==> src/rtl/gfx_params.svh <==
// video mode timing, colour width, coordinate width and framebuffer depth macros
`ifndef GFX_PARAMS_SVH
`define GFX_PARAMS_SVH

// bits per colour channel and per packed rgb pixel
`define COLOR_W 4
`define PIX_W (3 * `COLOR_W)

// coordinate widths
`define X_W 5
`define Y_W 4

// horizontal timing in pixels
`define H_ACTIVE 16
`define H_FP 2
`define H_SYNC 4
`define H_BP 2
`define H_TOTAL (`H_ACTIVE + `H_FP + `H_SYNC + `H_BP)

// vertical timing in lines
`define V_ACTIVE 8
`define V_FP 1
`define V_SYNC 2
`define V_BP 1
`define V_TOTAL (`V_ACTIVE + `V_FP + `V_SYNC + `V_BP)

// default stripe count and the matching bank depth
`define FB_NUM_S 2
`define FB_WORDS (`H_ACTIVE * `V_ACTIVE / `FB_NUM_S)

`endif

==> src/rtl/gfx_draw_pkg.sv <==
// shape opcode, register address and drawer state enums
package gfx_draw_pkg;

  // shape command opcodes
  typedef enum logic [1:0] {
    op_clear = 2'd0,
    op_fill  = 2'd1,
    op_frame = 2'd2
  } shape_op_e;

  // register map of the command block
  typedef enum logic [2:0] {
    reg_x0    = 3'd0,
    reg_y0    = 3'd1,
    reg_x1    = 3'd2,
    reg_y1    = 3'd3,
    reg_color = 3'd4,
    reg_cmd   = 3'd5
  } reg_addr_e;

  typedef enum logic [1:0] {
    idle,
    walk,
    done
  } draw_state_e;

endpackage

==> src/rtl/vga_pkg.sv <==
// scan phase enum shared by the horizontal and vertical timing counters
package vga_pkg;

  // phases in the order they occur within a line or a frame
  typedef enum logic [1:0] {
    ph_active = 2'd0,
    ph_front  = 2'd1,
    ph_sync   = 2'd2,
    ph_back   = 2'd3
  } scan_phase_e;

endpackage

==> src/rtl/fb_scanout.sv <==
// scanout with group fetch, pixel shift out and two stage sync alignment
`timescale 1ns/1ns
`include "gfx_params.svh"

module fb_scanout #(
  parameter int NUM_S = `FB_NUM_S
) (
  input  logic                         pixel_clk,
  input  logic                         rst_n,
  input  logic [`X_W-1:0]              x,
  input  logic [`Y_W-1:0]              y,
  input  logic                         active,
  input  logic                         hsync,
  input  logic                         vsync,
  input  logic [NUM_S*`PIX_W-1:0]      rd_data,
  output logic                         rd_en,
  output logic [$clog2(`FB_WORDS)-1:0] rd_addr,
  output logic [`COLOR_W-1:0]          vga_red,
  output logic [`COLOR_W-1:0]          vga_grn,
  output logic [`COLOR_W-1:0]          vga_blu,
  output logic                         vga_hsync,
  output logic                         vga_vsync
);

  localparam int ADDR_W    = $clog2(`FB_WORDS);
  localparam int ROW_WORDS = `H_ACTIVE / NUM_S;

  logic                      act_q;
  logic                      hs_q;
  logic                      vs_q;
  logic                      load_q;
  logic [NUM_S*`PIX_W-1:0]   shift_q;
  logic [`PIX_W-1:0]         pix;

  // one fetch at the first pixel of each group
  assign rd_en   = active && (32'(x) % NUM_S == 0);
  assign rd_addr = ADDR_W'(32'(y) * ROW_WORDS + 32'(x) / NUM_S);

  // bank 0 holds the leftmost pixel of the group
  assign pix = load_q ? rd_data[`PIX_W-1:0] : shift_q[`PIX_W-1:0];

  // stage 1, matches the read latency
  always_ff @(posedge pixel_clk) begin
    if (!rst_n) begin
      act_q  <= 1'b0;
      hs_q   <= 1'b1;
      vs_q   <= 1'b1;
      load_q <= 1'b0;
    end else begin
      act_q  <= active;
      hs_q   <= hsync;
      vs_q   <= vsync;
      load_q <= rd_en;
    end
  end

  always_ff @(posedge pixel_clk) begin
    shift_q <= (load_q ? rd_data : shift_q) >> `PIX_W;
  end

  // stage 2, registered outputs with blanking
  always_ff @(posedge pixel_clk) begin
    if (!rst_n) begin
      vga_red   <= '0;
      vga_grn   <= '0;
      vga_blu   <= '0;
      vga_hsync <= 1'b1;
      vga_vsync <= 1'b1;
    end else begin
      vga_red   <= act_q ? pix[3*`COLOR_W-1:2*`COLOR_W] : '0;
      vga_grn   <= act_q ? pix[2*`COLOR_W-1:`COLOR_W] : '0;
      vga_blu   <= act_q ? pix[`COLOR_W-1:0] : '0;
      vga_hsync <= hs_q;
      vga_vsync <= vs_q;
    end
  end

endmodule

==> src/rtl/gfx_striped_top.sv <==
// top level joining registers, drawer, striped framebuffer, timing and scanout
`timescale 1ns/1ns
`include "gfx_params.svh"

module gfx_striped_top
  import gfx_draw_pkg::*;
#(
  parameter int NUM_S = `FB_NUM_S
) (
  input  logic                pixel_clk,
  input  logic                rst_n,
  input  logic                reg_wr,
  input  reg_addr_e           reg_addr,
  input  logic [`PIX_W-1:0]   reg_wdata,
  output logic                busy,
  output logic [`COLOR_W-1:0] vga_red,
  output logic [`COLOR_W-1:0] vga_grn,
  output logic [`COLOR_W-1:0] vga_blu,
  output logic                vga_hsync,
  output logic                vga_vsync
);

  localparam int ADDR_W = $clog2(`FB_WORDS);

  // command registers to drawer
  logic                    start;
  shape_op_e               op;
  logic [`X_W-1:0]         x0;
  logic [`Y_W-1:0]         y0;
  logic [`X_W-1:0]         x1;
  logic [`Y_W-1:0]         y1;
  logic [`PIX_W-1:0]       color;

  // drawer write port
  logic                    wr_en;
  logic [`X_W-1:0]         wr_x;
  logic [`Y_W-1:0]         wr_y;
  logic [`PIX_W-1:0]       wr_color;
  logic                    wr_stall;

  // scanout read port and timing
  logic                    rd_en;
  logic [ADDR_W-1:0]       rd_addr;
  logic [NUM_S*`PIX_W-1:0] rd_data;
  logic [`X_W-1:0]         t_x;
  logic [`Y_W-1:0]         t_y;
  logic                    t_active;
  logic                    t_hsync;
  logic                    t_vsync;

  shape_regs i_shape_regs (
    .pixel_clk(pixel_clk), .rst_n(rst_n), .reg_wr(reg_wr), .reg_addr(reg_addr),
    .reg_wdata(reg_wdata), .busy(busy), .start(start), .op(op),
    .x0(x0), .y0(y0), .x1(x1), .y1(y1), .color(color)
  );

  shape_drawer i_shape_drawer (
    .pixel_clk(pixel_clk), .rst_n(rst_n), .start(start), .op(op),
    .x0(x0), .y0(y0), .x1(x1), .y1(y1), .color(color), .wr_stall(wr_stall),
    .busy(busy), .wr_en(wr_en), .wr_x(wr_x), .wr_y(wr_y), .wr_color(wr_color)
  );

  stripe_fb #(.NUM_S(NUM_S)) i_stripe_fb (
    .pixel_clk(pixel_clk), .wr_en(wr_en), .wr_x(wr_x), .wr_y(wr_y),
    .wr_color(wr_color), .rd_en(rd_en), .rd_addr(rd_addr),
    .wr_stall(wr_stall), .rd_data(rd_data)
  );

  vga_timing i_vga_timing (
    .pixel_clk(pixel_clk), .rst_n(rst_n), .x(t_x), .y(t_y),
    .active(t_active), .hsync(t_hsync), .vsync(t_vsync)
  );

  fb_scanout #(.NUM_S(NUM_S)) i_fb_scanout (
    .pixel_clk(pixel_clk), .rst_n(rst_n), .x(t_x), .y(t_y), .active(t_active),
    .hsync(t_hsync), .vsync(t_vsync), .rd_data(rd_data), .rd_en(rd_en),
    .rd_addr(rd_addr), .vga_red(vga_red), .vga_grn(vga_grn), .vga_blu(vga_blu),
    .vga_hsync(vga_hsync), .vga_vsync(vga_vsync)
  );

endmodule

==> src/rtl/shape_drawer.sv <==
// shape drawer FSM walking the command rectangle into single pixel writes
`timescale 1ns/1ns
`include "gfx_params.svh"

module shape_drawer
  import gfx_draw_pkg::*;
(
  input  logic              pixel_clk,
  input  logic              rst_n,
  input  logic              start,
  input  shape_op_e         op,
  input  logic [`X_W-1:0]   x0,
  input  logic [`Y_W-1:0]   y0,
  input  logic [`X_W-1:0]   x1,
  input  logic [`Y_W-1:0]   y1,
  input  logic [`PIX_W-1:0] color,
  input  logic              wr_stall,
  output logic              busy,
  output logic              wr_en,
  output logic [`X_W-1:0]   wr_x,
  output logic [`Y_W-1:0]   wr_y,
  output logic [`PIX_W-1:0] wr_color
);

  draw_state_e       state;
  logic [`X_W-1:0]   ld_x0;
  logic [`Y_W-1:0]   ld_y0;
  logic [`X_W-1:0]   ld_x1;
  logic [`Y_W-1:0]   ld_y1;
  logic              empty;
  logic [`X_W-1:0]   bx0;
  logic [`X_W-1:0]   bx1;
  logic [`Y_W-1:0]   by0;
  logic [`Y_W-1:0]   by1;
  logic [`X_W-1:0]   cx;
  logic [`Y_W-1:0]   cy;
  logic              frame_q;
  logic [`PIX_W-1:0] color_q;
  logic              last_pix;
  logic              skip_row;

  // clear always covers the whole screen
  assign ld_x0 = (op == op_clear) ? '0 : x0;
  assign ld_y0 = (op == op_clear) ? '0 : y0;
  assign ld_x1 = (op == op_clear) ? `X_W'(`H_ACTIVE - 1) : x1;
  assign ld_y1 = (op == op_clear) ? `Y_W'(`V_ACTIVE - 1) : y1;
  assign empty = (ld_x1 < ld_x0) || (ld_y1 < ld_y0);

  assign last_pix = (cx == bx1) && (cy == by1);
  // frame interior rows jump from the left edge straight to the right edge
  assign skip_row = frame_q && (cy != by0) && (cy != by1) && (cx == bx0);

  always_ff @(posedge pixel_clk) begin
    if (!rst_n) begin
      state <= idle;
    end else begin
      case (state)
        idle: begin
          if (start) begin
            state <= empty ? done : walk;
          end
        end
        walk: begin
          if (!wr_stall && last_pix) begin
            state <= idle;
          end
        end
        // empty rectangle, one busy cycle only
        done:    state <= idle;
        default: state <= idle;
      endcase
    end
  end

  always_ff @(posedge pixel_clk) begin
    if (state == idle && start) begin
      bx0     <= ld_x0;
      bx1     <= ld_x1;
      by0     <= ld_y0;
      by1     <= ld_y1;
      cx      <= ld_x0;
      cy      <= ld_y0;
      frame_q <= (op == op_frame);
      color_q <= color;
    end else if (state == walk && !wr_stall) begin
      if (cx == bx1) begin
        cx <= bx0;
        cy <= cy + 1'b1;
      end else if (skip_row) begin
        cx <= bx1;
      end else begin
        cx <= cx + 1'b1;
      end
    end
  end

  assign busy     = (state != idle);
  assign wr_en    = (state == walk);
  assign wr_x     = cx;
  assign wr_y     = cy;
  assign wr_color = color_q;

endmodule

==> src/rtl/shape_regs.sv <==
// shape command register block with start pulse generation
`timescale 1ns/1ns
`include "gfx_params.svh"

module shape_regs
  import gfx_draw_pkg::*;
(
  input  logic              pixel_clk,
  input  logic              rst_n,
  input  logic              reg_wr,
  input  reg_addr_e         reg_addr,
  input  logic [`PIX_W-1:0] reg_wdata,
  input  logic              busy,
  output logic              start,
  output shape_op_e         op,
  output logic [`X_W-1:0]   x0,
  output logic [`Y_W-1:0]   y0,
  output logic [`X_W-1:0]   x1,
  output logic [`Y_W-1:0]   y1,
  output logic [`PIX_W-1:0] color
);

  logic cmd_accept;

  // start is still in flight the cycle before busy rises, so block that cycle too
  assign cmd_accept = reg_wr && (reg_addr == reg_cmd) && !busy && !start;

  always_ff @(posedge pixel_clk) begin
    if (!rst_n) begin
      start <= 1'b0;
      op    <= op_clear;
      x0    <= '0;
      y0    <= '0;
      x1    <= '0;
      y1    <= '0;
      color <= '0;
    end else begin
      start <= cmd_accept;
      if (reg_wr) begin
        case (reg_addr)
          reg_x0:    x0 <= reg_wdata[`X_W-1:0];
          reg_y0:    y0 <= reg_wdata[`Y_W-1:0];
          reg_x1:    x1 <= reg_wdata[`X_W-1:0];
          reg_y1:    y1 <= reg_wdata[`Y_W-1:0];
          reg_color: color <= reg_wdata;
          reg_cmd: begin
            if (cmd_accept) begin
              op <= shape_op_e'(reg_wdata[1:0]);
            end
          end
          default: ;
        endcase
      end
    end
  end

endmodule

==> src/rtl/stripe_fb.sv <==
// striped framebuffer of NUM_S single port banks with read priority and write stall
`timescale 1ns/1ns
`include "gfx_params.svh"

module stripe_fb #(
  parameter int NUM_S = `FB_NUM_S
) (
  input  logic                        pixel_clk,
  input  logic                        wr_en,
  input  logic [`X_W-1:0]             wr_x,
  input  logic [`Y_W-1:0]             wr_y,
  input  logic [`PIX_W-1:0]           wr_color,
  input  logic                        rd_en,
  input  logic [$clog2(`FB_WORDS)-1:0] rd_addr,
  output logic                        wr_stall,
  output logic [NUM_S*`PIX_W-1:0]     rd_data
);

  localparam int ADDR_W    = $clog2(`FB_WORDS);
  localparam int ROW_WORDS = `H_ACTIVE / NUM_S;

  logic [ADDR_W-1:0] wr_word;
  logic              wr_go;

  // word index of the pixel within its bank
  assign wr_word = ADDR_W'(32'(wr_y) * ROW_WORDS + 32'(wr_x) / NUM_S);

  // a group read takes every bank this cycle
  assign wr_stall = wr_en && rd_en;
  assign wr_go    = wr_en && !rd_en;

  for (genvar b = 0; b < NUM_S; b++) begin : g_bank
    logic [`PIX_W-1:0] mem [`FB_WORDS];
    logic              sel;

    assign sel = (32'(wr_x) % NUM_S) == b;

    // one access per bank and cycle
    always_ff @(posedge pixel_clk) begin
      if (rd_en) begin
        rd_data[b*`PIX_W +: `PIX_W] <= mem[rd_addr];
      end else if (wr_go && sel) begin
        mem[wr_word] <= wr_color;
      end
    end
  end

endmodule

==> src/rtl/vga_timing.sv <==
// horizontal and vertical scan phase FSMs with syncs, active flag and position
`timescale 1ns/1ns
`include "gfx_params.svh"

module vga_timing
  import vga_pkg::*;
(
  input  logic            pixel_clk,
  input  logic            rst_n,
  output logic [`X_W-1:0] x,
  output logic [`Y_W-1:0] y,
  output logic            active,
  output logic            hsync,
  output logic            vsync
);

  scan_phase_e     h_ph;
  scan_phase_e     v_ph;
  logic [`X_W-1:0] h_cnt;
  logic [`Y_W-1:0] v_cnt;
  logic            h_last;
  logic            v_last;

  function automatic scan_phase_e next_phase(input scan_phase_e p);
    case (p)
      ph_active: return ph_front;
      ph_front:  return ph_sync;
      ph_sync:   return ph_back;
      default:   return ph_active;
    endcase
  endfunction

  // phase lengths in pixels
  function automatic int h_len(input scan_phase_e p);
    case (p)
      ph_active: return `H_ACTIVE;
      ph_front:  return `H_FP;
      ph_sync:   return `H_SYNC;
      default:   return `H_BP;
    endcase
  endfunction

  // phase lengths in lines
  function automatic int v_len(input scan_phase_e p);
    case (p)
      ph_active: return `V_ACTIVE;
      ph_front:  return `V_FP;
      ph_sync:   return `V_SYNC;
      default:   return `V_BP;
    endcase
  endfunction

  assign h_last = (32'(h_cnt) == h_len(h_ph) - 1);
  assign v_last = (32'(v_cnt) == v_len(v_ph) - 1);

  always_ff @(posedge pixel_clk) begin
    if (!rst_n) begin
      h_ph  <= ph_active;
      h_cnt <= '0;
      v_ph  <= ph_active;
      v_cnt <= '0;
    end else begin
      if (h_last) begin
        h_ph  <= next_phase(h_ph);
        h_cnt <= '0;
      end else begin
        h_cnt <= h_cnt + 1'b1;
      end
      // vertical state moves once per line, at the end of the back porch
      if (h_last && h_ph == ph_back) begin
        if (v_last) begin
          v_ph  <= next_phase(v_ph);
          v_cnt <= '0;
        end else begin
          v_cnt <= v_cnt + 1'b1;
        end
      end
    end
  end

  // position is meaningful only while active is high
  assign x      = h_cnt;
  assign y      = v_cnt;
  assign active = (h_ph == ph_active) && (v_ph == ph_active);
  assign hsync  = (h_ph != ph_sync);
  assign vsync  = (v_ph != ph_sync);

endmodule

==> config.mk <==
export PLATFORM = sky130hd
export DESIGN_NAME = gfx_striped_top
export DESIGN_NICKNAME = d
export VERILOG_FILES = /design/src/rtl/gfx_draw_pkg.sv /design/src/rtl/vga_pkg.sv /design/src/rtl/fb_scanout.sv /design/src/rtl/gfx_striped_top.sv /design/src/rtl/shape_drawer.sv /design/src/rtl/shape_regs.sv /design/src/rtl/stripe_fb.sv /design/src/rtl/vga_timing.sv
export VERILOG_INCLUDE_DIRS = /design/src /design/src/rtl
export SDC_FILE = /design/constraint.sdc
export NUM_CORES = 2
export LEC_CHECK = 0
export ABC_AREA = 1
export BUFFER_PORTS_ARGS = -buffer_cell sky130_fd_sc_hd__buf_4
export CORE_AREA = 5 5 401 403
export DETAILED_ROUTE_END_ITERATION = 7
export DIE_AREA = 0 0 406 408
export GPL_TIMING_DRIVEN = 0
export PLACE_DENSITY = 0.56
export SYNTH_ARGS = -nofsm -noshare
export SYNTH_HDL_FRONTEND = slang
export SYNTH_SLANG_ARGS = --single-unit
==> constraint.sdc <==
create_clock -name pixel_clk -period 6.63 [get_ports pixel_clk]
set_input_delay 0 -clock pixel_clk [delete_from_list [all_inputs] [get_ports pixel_clk]]
set_output_delay 0 -clock pixel_clk [all_outputs]
set_load 0.02 [all_outputs]
==> out/summary.txt <==
FINAL LAYOUT
------------------------------------------------------------------------------------------
Relative area change from synthesis to final layout                                  19.4%
Post-Layout Inst Area                                                            81800 um2
Final #Nets                                                                           6441
Fin util                                                                             0.521
Fillcell total                                                                       13500
Fraction of layout instances using a drive strength above 1                          0.136

DETAILED ROUTING
------------------------------------------------------------------------------------------
Total number of vias                                                                 49400
Total detailed-routing wirelength                                                255000 um
WL per Instance                                                                    29.6 um
Average vias per placed instance                                                      5.73
Router iterations before antenna repair                                                  6
Final ANT Viol Nets                                                                      0
Starting DRT DRC Count                                                                6790
Post-route DRC violation count                                                           0

STA
------------------------------------------------------------------------------------------
Total count of max-transition violations in the final report                            11
RSZ-0062 raised after global routing                                                 false
Period utilization                                                                   0.632
Max_slew headroom                                                                  -0.0235
Measured slew at the worst slew-check pin                                          1.54 ns
Minimum clock period                                                               4.19 ns
Maximum frequency from static timing analysis                                      239 MHz
Count of endpoints failing setup in the final report                                     0
Worst Skew                                                                       0.0384 ns
Final hold violation count                                                               0

GLOBAL ROUTE
------------------------------------------------------------------------------------------
Antenna violations before repair                                                        14
Number of global-route vias before repair                                            46100
First-pass GRT wire length                                                       353000 um
Sum of overflow across all layers after global routing                                   0
Overall global routing resource usage                                                0.305
Maximum number of pins on one net before global-route repair                            29

LOGIC SYNTHESIS
------------------------------------------------------------------------------------------
Synth Flop Type                                                               sky130_fd_sc_hd__edfxtp_1
Post-synthesis instance area                                                     68500 um2
Most area-hungry cell type in the Yosys netlist                               sky130_fd_sc_hd__edfxtp_1
Yosys synthesis warning count                                                            0
Post-synthesis adder-cell area fraction                                            0.00402
Number of distinct library cells after synthesis                                        37
Register bit count reported by yosys                                                  1678
Fraction of the mapped netlist area in simple logic gates                            0.225
Area share of the largest cell type after synthesis                                  0.701
Multiplexer share of the synthesized area                                                0
Largest family of logic cells by synthesized area                             simple AND/OR/NAND/NOR gates
Instance count of the mapped netlist                                                  5954
XOR/XNOR Fraction of Synth Area                                                    0.00268
Top cells by area, synth                                                      sky130_fd_sc_hd__edfxtp_1 (70%), sky130_fd_sc_hd__nand2_1 (12%), sky130_fd_sc_hd__nand3_1 (9.2%), sky130_fd_sc_hd__dfxtp_1 (2.3%), sky130_fd_sc_hd__buf_2 (1.3%)
Average instance area after synthesis                                             11.5 um2
Count of flip-flops with a built-in enable after synthesis                            1600
Sequential-to-total area share from yosys stat                                       0.724
Library cell with the highest instance count after synthesis                  sky130_fd_sc_hd__nand2_1
Share of async-settable or async-resettable flops after synthesis                        0
Net count after synthesis                                                             5994
Post-synth top cells                                                          sky130_fd_sc_hd__nand2_1 (2114), sky130_fd_sc_hd__edfxtp_1 (1600), sky130_fd_sc_hd__nand3_1 (1263)
Share of the synthesized area in compound gates (AO/OA/AOI/OAI)                     0.0109

WORST SETUP PATH
------------------------------------------------------------------------------------------
Type of origin of the critical path                                              flip-flop
Arrival time reported for the critical path endpoint                               4.73 ns
Required time of the worst setup path                                              7.17 ns
Endpoint type of the worst setup path                                            flip-flop
Register-to-register setup slack                                                   2.44 ns
Peak fanout along the critical path                                                     10
Category of the most critical setup path                                      flip-flop to flip-flop

CLOCKING
------------------------------------------------------------------------------------------
Root Buffer                                                                   sky130_fd_sc_hd__clkbuf_16
Max H-tree Level                                                                         4
Number of clock buffers inserted by TritonCTS                                          176
CTS tree                                                                               yes
Clock edge transition at the registers on the reported setup and hold paths        0.06 ns
Clk sink count                                                                        1678
Clock tree buffer depth                                                                  3
Worst-skew pair later-pin latency                                                  0.82 ns
Quantity of gates resized following cts                                                  0

FLOW RUN
------------------------------------------------------------------------------------------
Max-cap check violation count                                                            1

FLOORPLANNING
------------------------------------------------------------------------------------------
Site Rows                                                                              146
Vertical extent of the die                                                          408 um
Floorplan core area                                                             157000 um2
I/O pin total                                                                           33
Chip Width                                                                          406 um
Floorplan die area                                                              166000 um2
Effective utilization at floorplan                                                   0.436

PWR
------------------------------------------------------------------------------------------
Largest voltage drop on the vdd net                                               0.203 mV
Pwr per Cell Area                                                               283 nW/um2
Leakage dissipation                                                              0.0299 uW

PLACE
------------------------------------------------------------------------------------------
Dpl hpwl                                                                         185000 um
Post-detailed-placement cell area                                                75600 um2
Number of port buffers                                                                  32
Placer's final routability congestion estimate                                       0.972

OUTCOME
------------------------------------------------------------------------------------------
Run status                                                                    finished with violations
Failing checks                                                                capacitance limit, slew limit

HOLD PATH
------------------------------------------------------------------------------------------
Path class of the lowest-slack min-delay path                                 input port to flip-flop

==> kinds of logic (layout without fill, tap and decap cells) <==
group	after synthesis	after routing
AO/OA/AOI/OAI	139	139
XOR/XNOR	18	18
buffers and inverters	458	1048
AND/OR/NAND/NOR	3639	3639
flip-flops	1678	1678
adder cells (fa/ha/maj)	22	22
other	0	14
==> placed cells by master (no fill, tap or decap), types with 6 or more instances in the layout <==
| master | count |
|---|---|
| sky130_fd_sc_hd__nor2_1 | 93 |
| sky130_fd_sc_hd__buf_16 | 87 |
| sky130_fd_sc_hd__o21ai_0 | 57 |
| sky130_fd_sc_hd__nor3_4 | 8 |
| sky130_fd_sc_hd__bufinv_16 | 13 |
| sky130_fd_sc_hd__dlygate4sd3_1 | 48 |
| sky130_fd_sc_hd__nor2_2 | 125 |
| sky130_fd_sc_hd__xor2_1 | 11 |
| sky130_fd_sc_hd__buf_6 | 22 |
| sky130_fd_sc_hd__nor3_2 | 7 |
| sky130_fd_sc_hd__clkbuf_1 | 121 |
| sky130_fd_sc_hd__edfxtp_1 | 1600 |
| sky130_fd_sc_hd__diode_2 | 14 |
| sky130_fd_sc_hd__buf_2 | 179 |
| sky130_fd_sc_hd__ha_1 | 22 |
| sky130_fd_sc_hd__o21ai_1 | 8 |
| sky130_fd_sc_hd__inv_1 | 88 |
| sky130_fd_sc_hd__dfxtp_1 | 78 |
| sky130_fd_sc_hd__buf_1 | 24 |
| sky130_fd_sc_hd__nand2_1 | 2114 |
| sky130_fd_sc_hd__o211ai_1 | 18 |
| sky130_fd_sc_hd__clkbuf_8 | 6 |
| sky130_fd_sc_hd__buf_8 | 90 |
| sky130_fd_sc_hd__a21oi_1 | 53 |
| sky130_fd_sc_hd__clkbuf_16 | 184 |
| sky130_fd_sc_hd__nand3_1 | 1263 |
| sky130_fd_sc_hd__buf_4 | 96 |
| sky130_fd_sc_hd__clkinv_2 | 34 |
| sky130_fd_sc_hd__or2_2 | 9 |
| sky130_fd_sc_hd__clkinv_1 | 32 |
| sky130_fd_sc_hd__nor3_1 | 9 |
==> final cells by class <==
cell class | count | area, um2 | share of cell area
plain buffers | 362 | 1920 | 0.0235
clock buffers | 230 | 4840 | 0.0591
diodes | 14 | 35.0 | 0.000428
multi-input cells | 3818 | 17000 | 0.207
inverters | 96 | 363 | 0.00444
flip-flops and latches | 1678 | 49600 | 0.606
clock inverters | 91 | 855 | 0.0104
well taps | 2072 | 2590 | 0.0317
repair buffers | 269 | 4610 | 0.0564
==> state kept, by name (all words and copies together) (netlist names), 5 cells and up <==
| signal | flops |
|---|---|
| i_fb_scanout.shift_q | 12 |
| i_shape_drawer.bx0 | 5 |
| i_shape_drawer.bx1 | 5 |
| i_shape_drawer.wr_color | 12 |
| i_shape_drawer.wr_x | 5 |
| i_shape_regs.color | 12 |
| i_shape_regs.x0 | 5 |
| i_shape_regs.x1 | 5 |
| i_stripe_fb.g_bank.mem | 1536 |
| i_stripe_fb.rd_data | 24 |
| i_vga_timing.x | 5 |
==> path summary, 6_finish.rpt <==
kind / startpoint / end / cells past startpoint
max: i_vga_timing.y[0] / i_stripe_fb.rd_data[13] / 8
min: reg_wdata[1] / i_shape_regs.x1[1] / 4
max reg2reg: i_vga_timing.y[0] / i_stripe_fb.rd_data[13] / 8
min reg2reg: i_shape_regs.color[7] / i_shape_drawer.wr_color[7] / 0
==> report_power, final <==
| part | switching [uW] | leakage [uW] | internal (uW) | total [uW] |
|---|---|---|---|---|
| Sequential | 16.1 | 0.0153 | 11500 | 11500 |
| Combinational | 1300 | 0.0118 | 469 | 1770 |
| Clock | 4200 | 0.00279 | 5650 | 9850 |
| Total | 5520 | 0.0299 | 17600 | 23100 |
==> per-stage QoR <==
stage	hold slack [ns]	cells	total power, uW	TNS, ns	setup WS, ns
5_1_grt	0.0532	8616	23800	0	2.56
3_3_place_gp	0.225	8058	13400	-380.71	-0.532
4_1_cts	0.00432	8615	23200	0	2.63
3_5_place_dp	0.228	8246	13400	0	2.65
6_report	0.0480	8630	23100	0	2.44
2_1_floorplan	0.135	5954	12700	0	2.94
==> repair_timing <==
item                                    4_1_cts  5_1_grt
hold endpoints to repair                     46        0
endpoints found under the setup margin        0        0
setup buffers                                 0        0
hold buffers                                 48        0
==> critical path, cell delays in order, from the launching register on <==
cell and delay (ns):
sky130_fd_sc_hd__dfxtp_1 0.38, sky130_fd_sc_hd__ha_1 0.23, sky130_fd_sc_hd__ha_1 0.39, sky130_fd_sc_hd__inv_1 0.13
sky130_fd_sc_hd__clkbuf_1 0.81, sky130_fd_sc_hd__clkbuf_1 0.92, sky130_fd_sc_hd__nand3_1 0.64, sky130_fd_sc_hd__o211ai_1 0.31
sky130_fd_sc_hd__nand2_1 0.07
==> layer usage <==
| metal | vias to the layer above | track usage | part of all wire |
|---|---|---|---|
| met2 | 2799 | 0.470 | 0.45 |
| met3 | 541 | 0.0738 | 0.10 |
| met5 | - | 0 | 0.000082 |
| met1 | 24300 | 0.403 | 0.38 |
| met4 | 4 | 0.155 | 0.060 |
| li1 | 21700 | - | - |
Power figures use the tool's default switching activity.
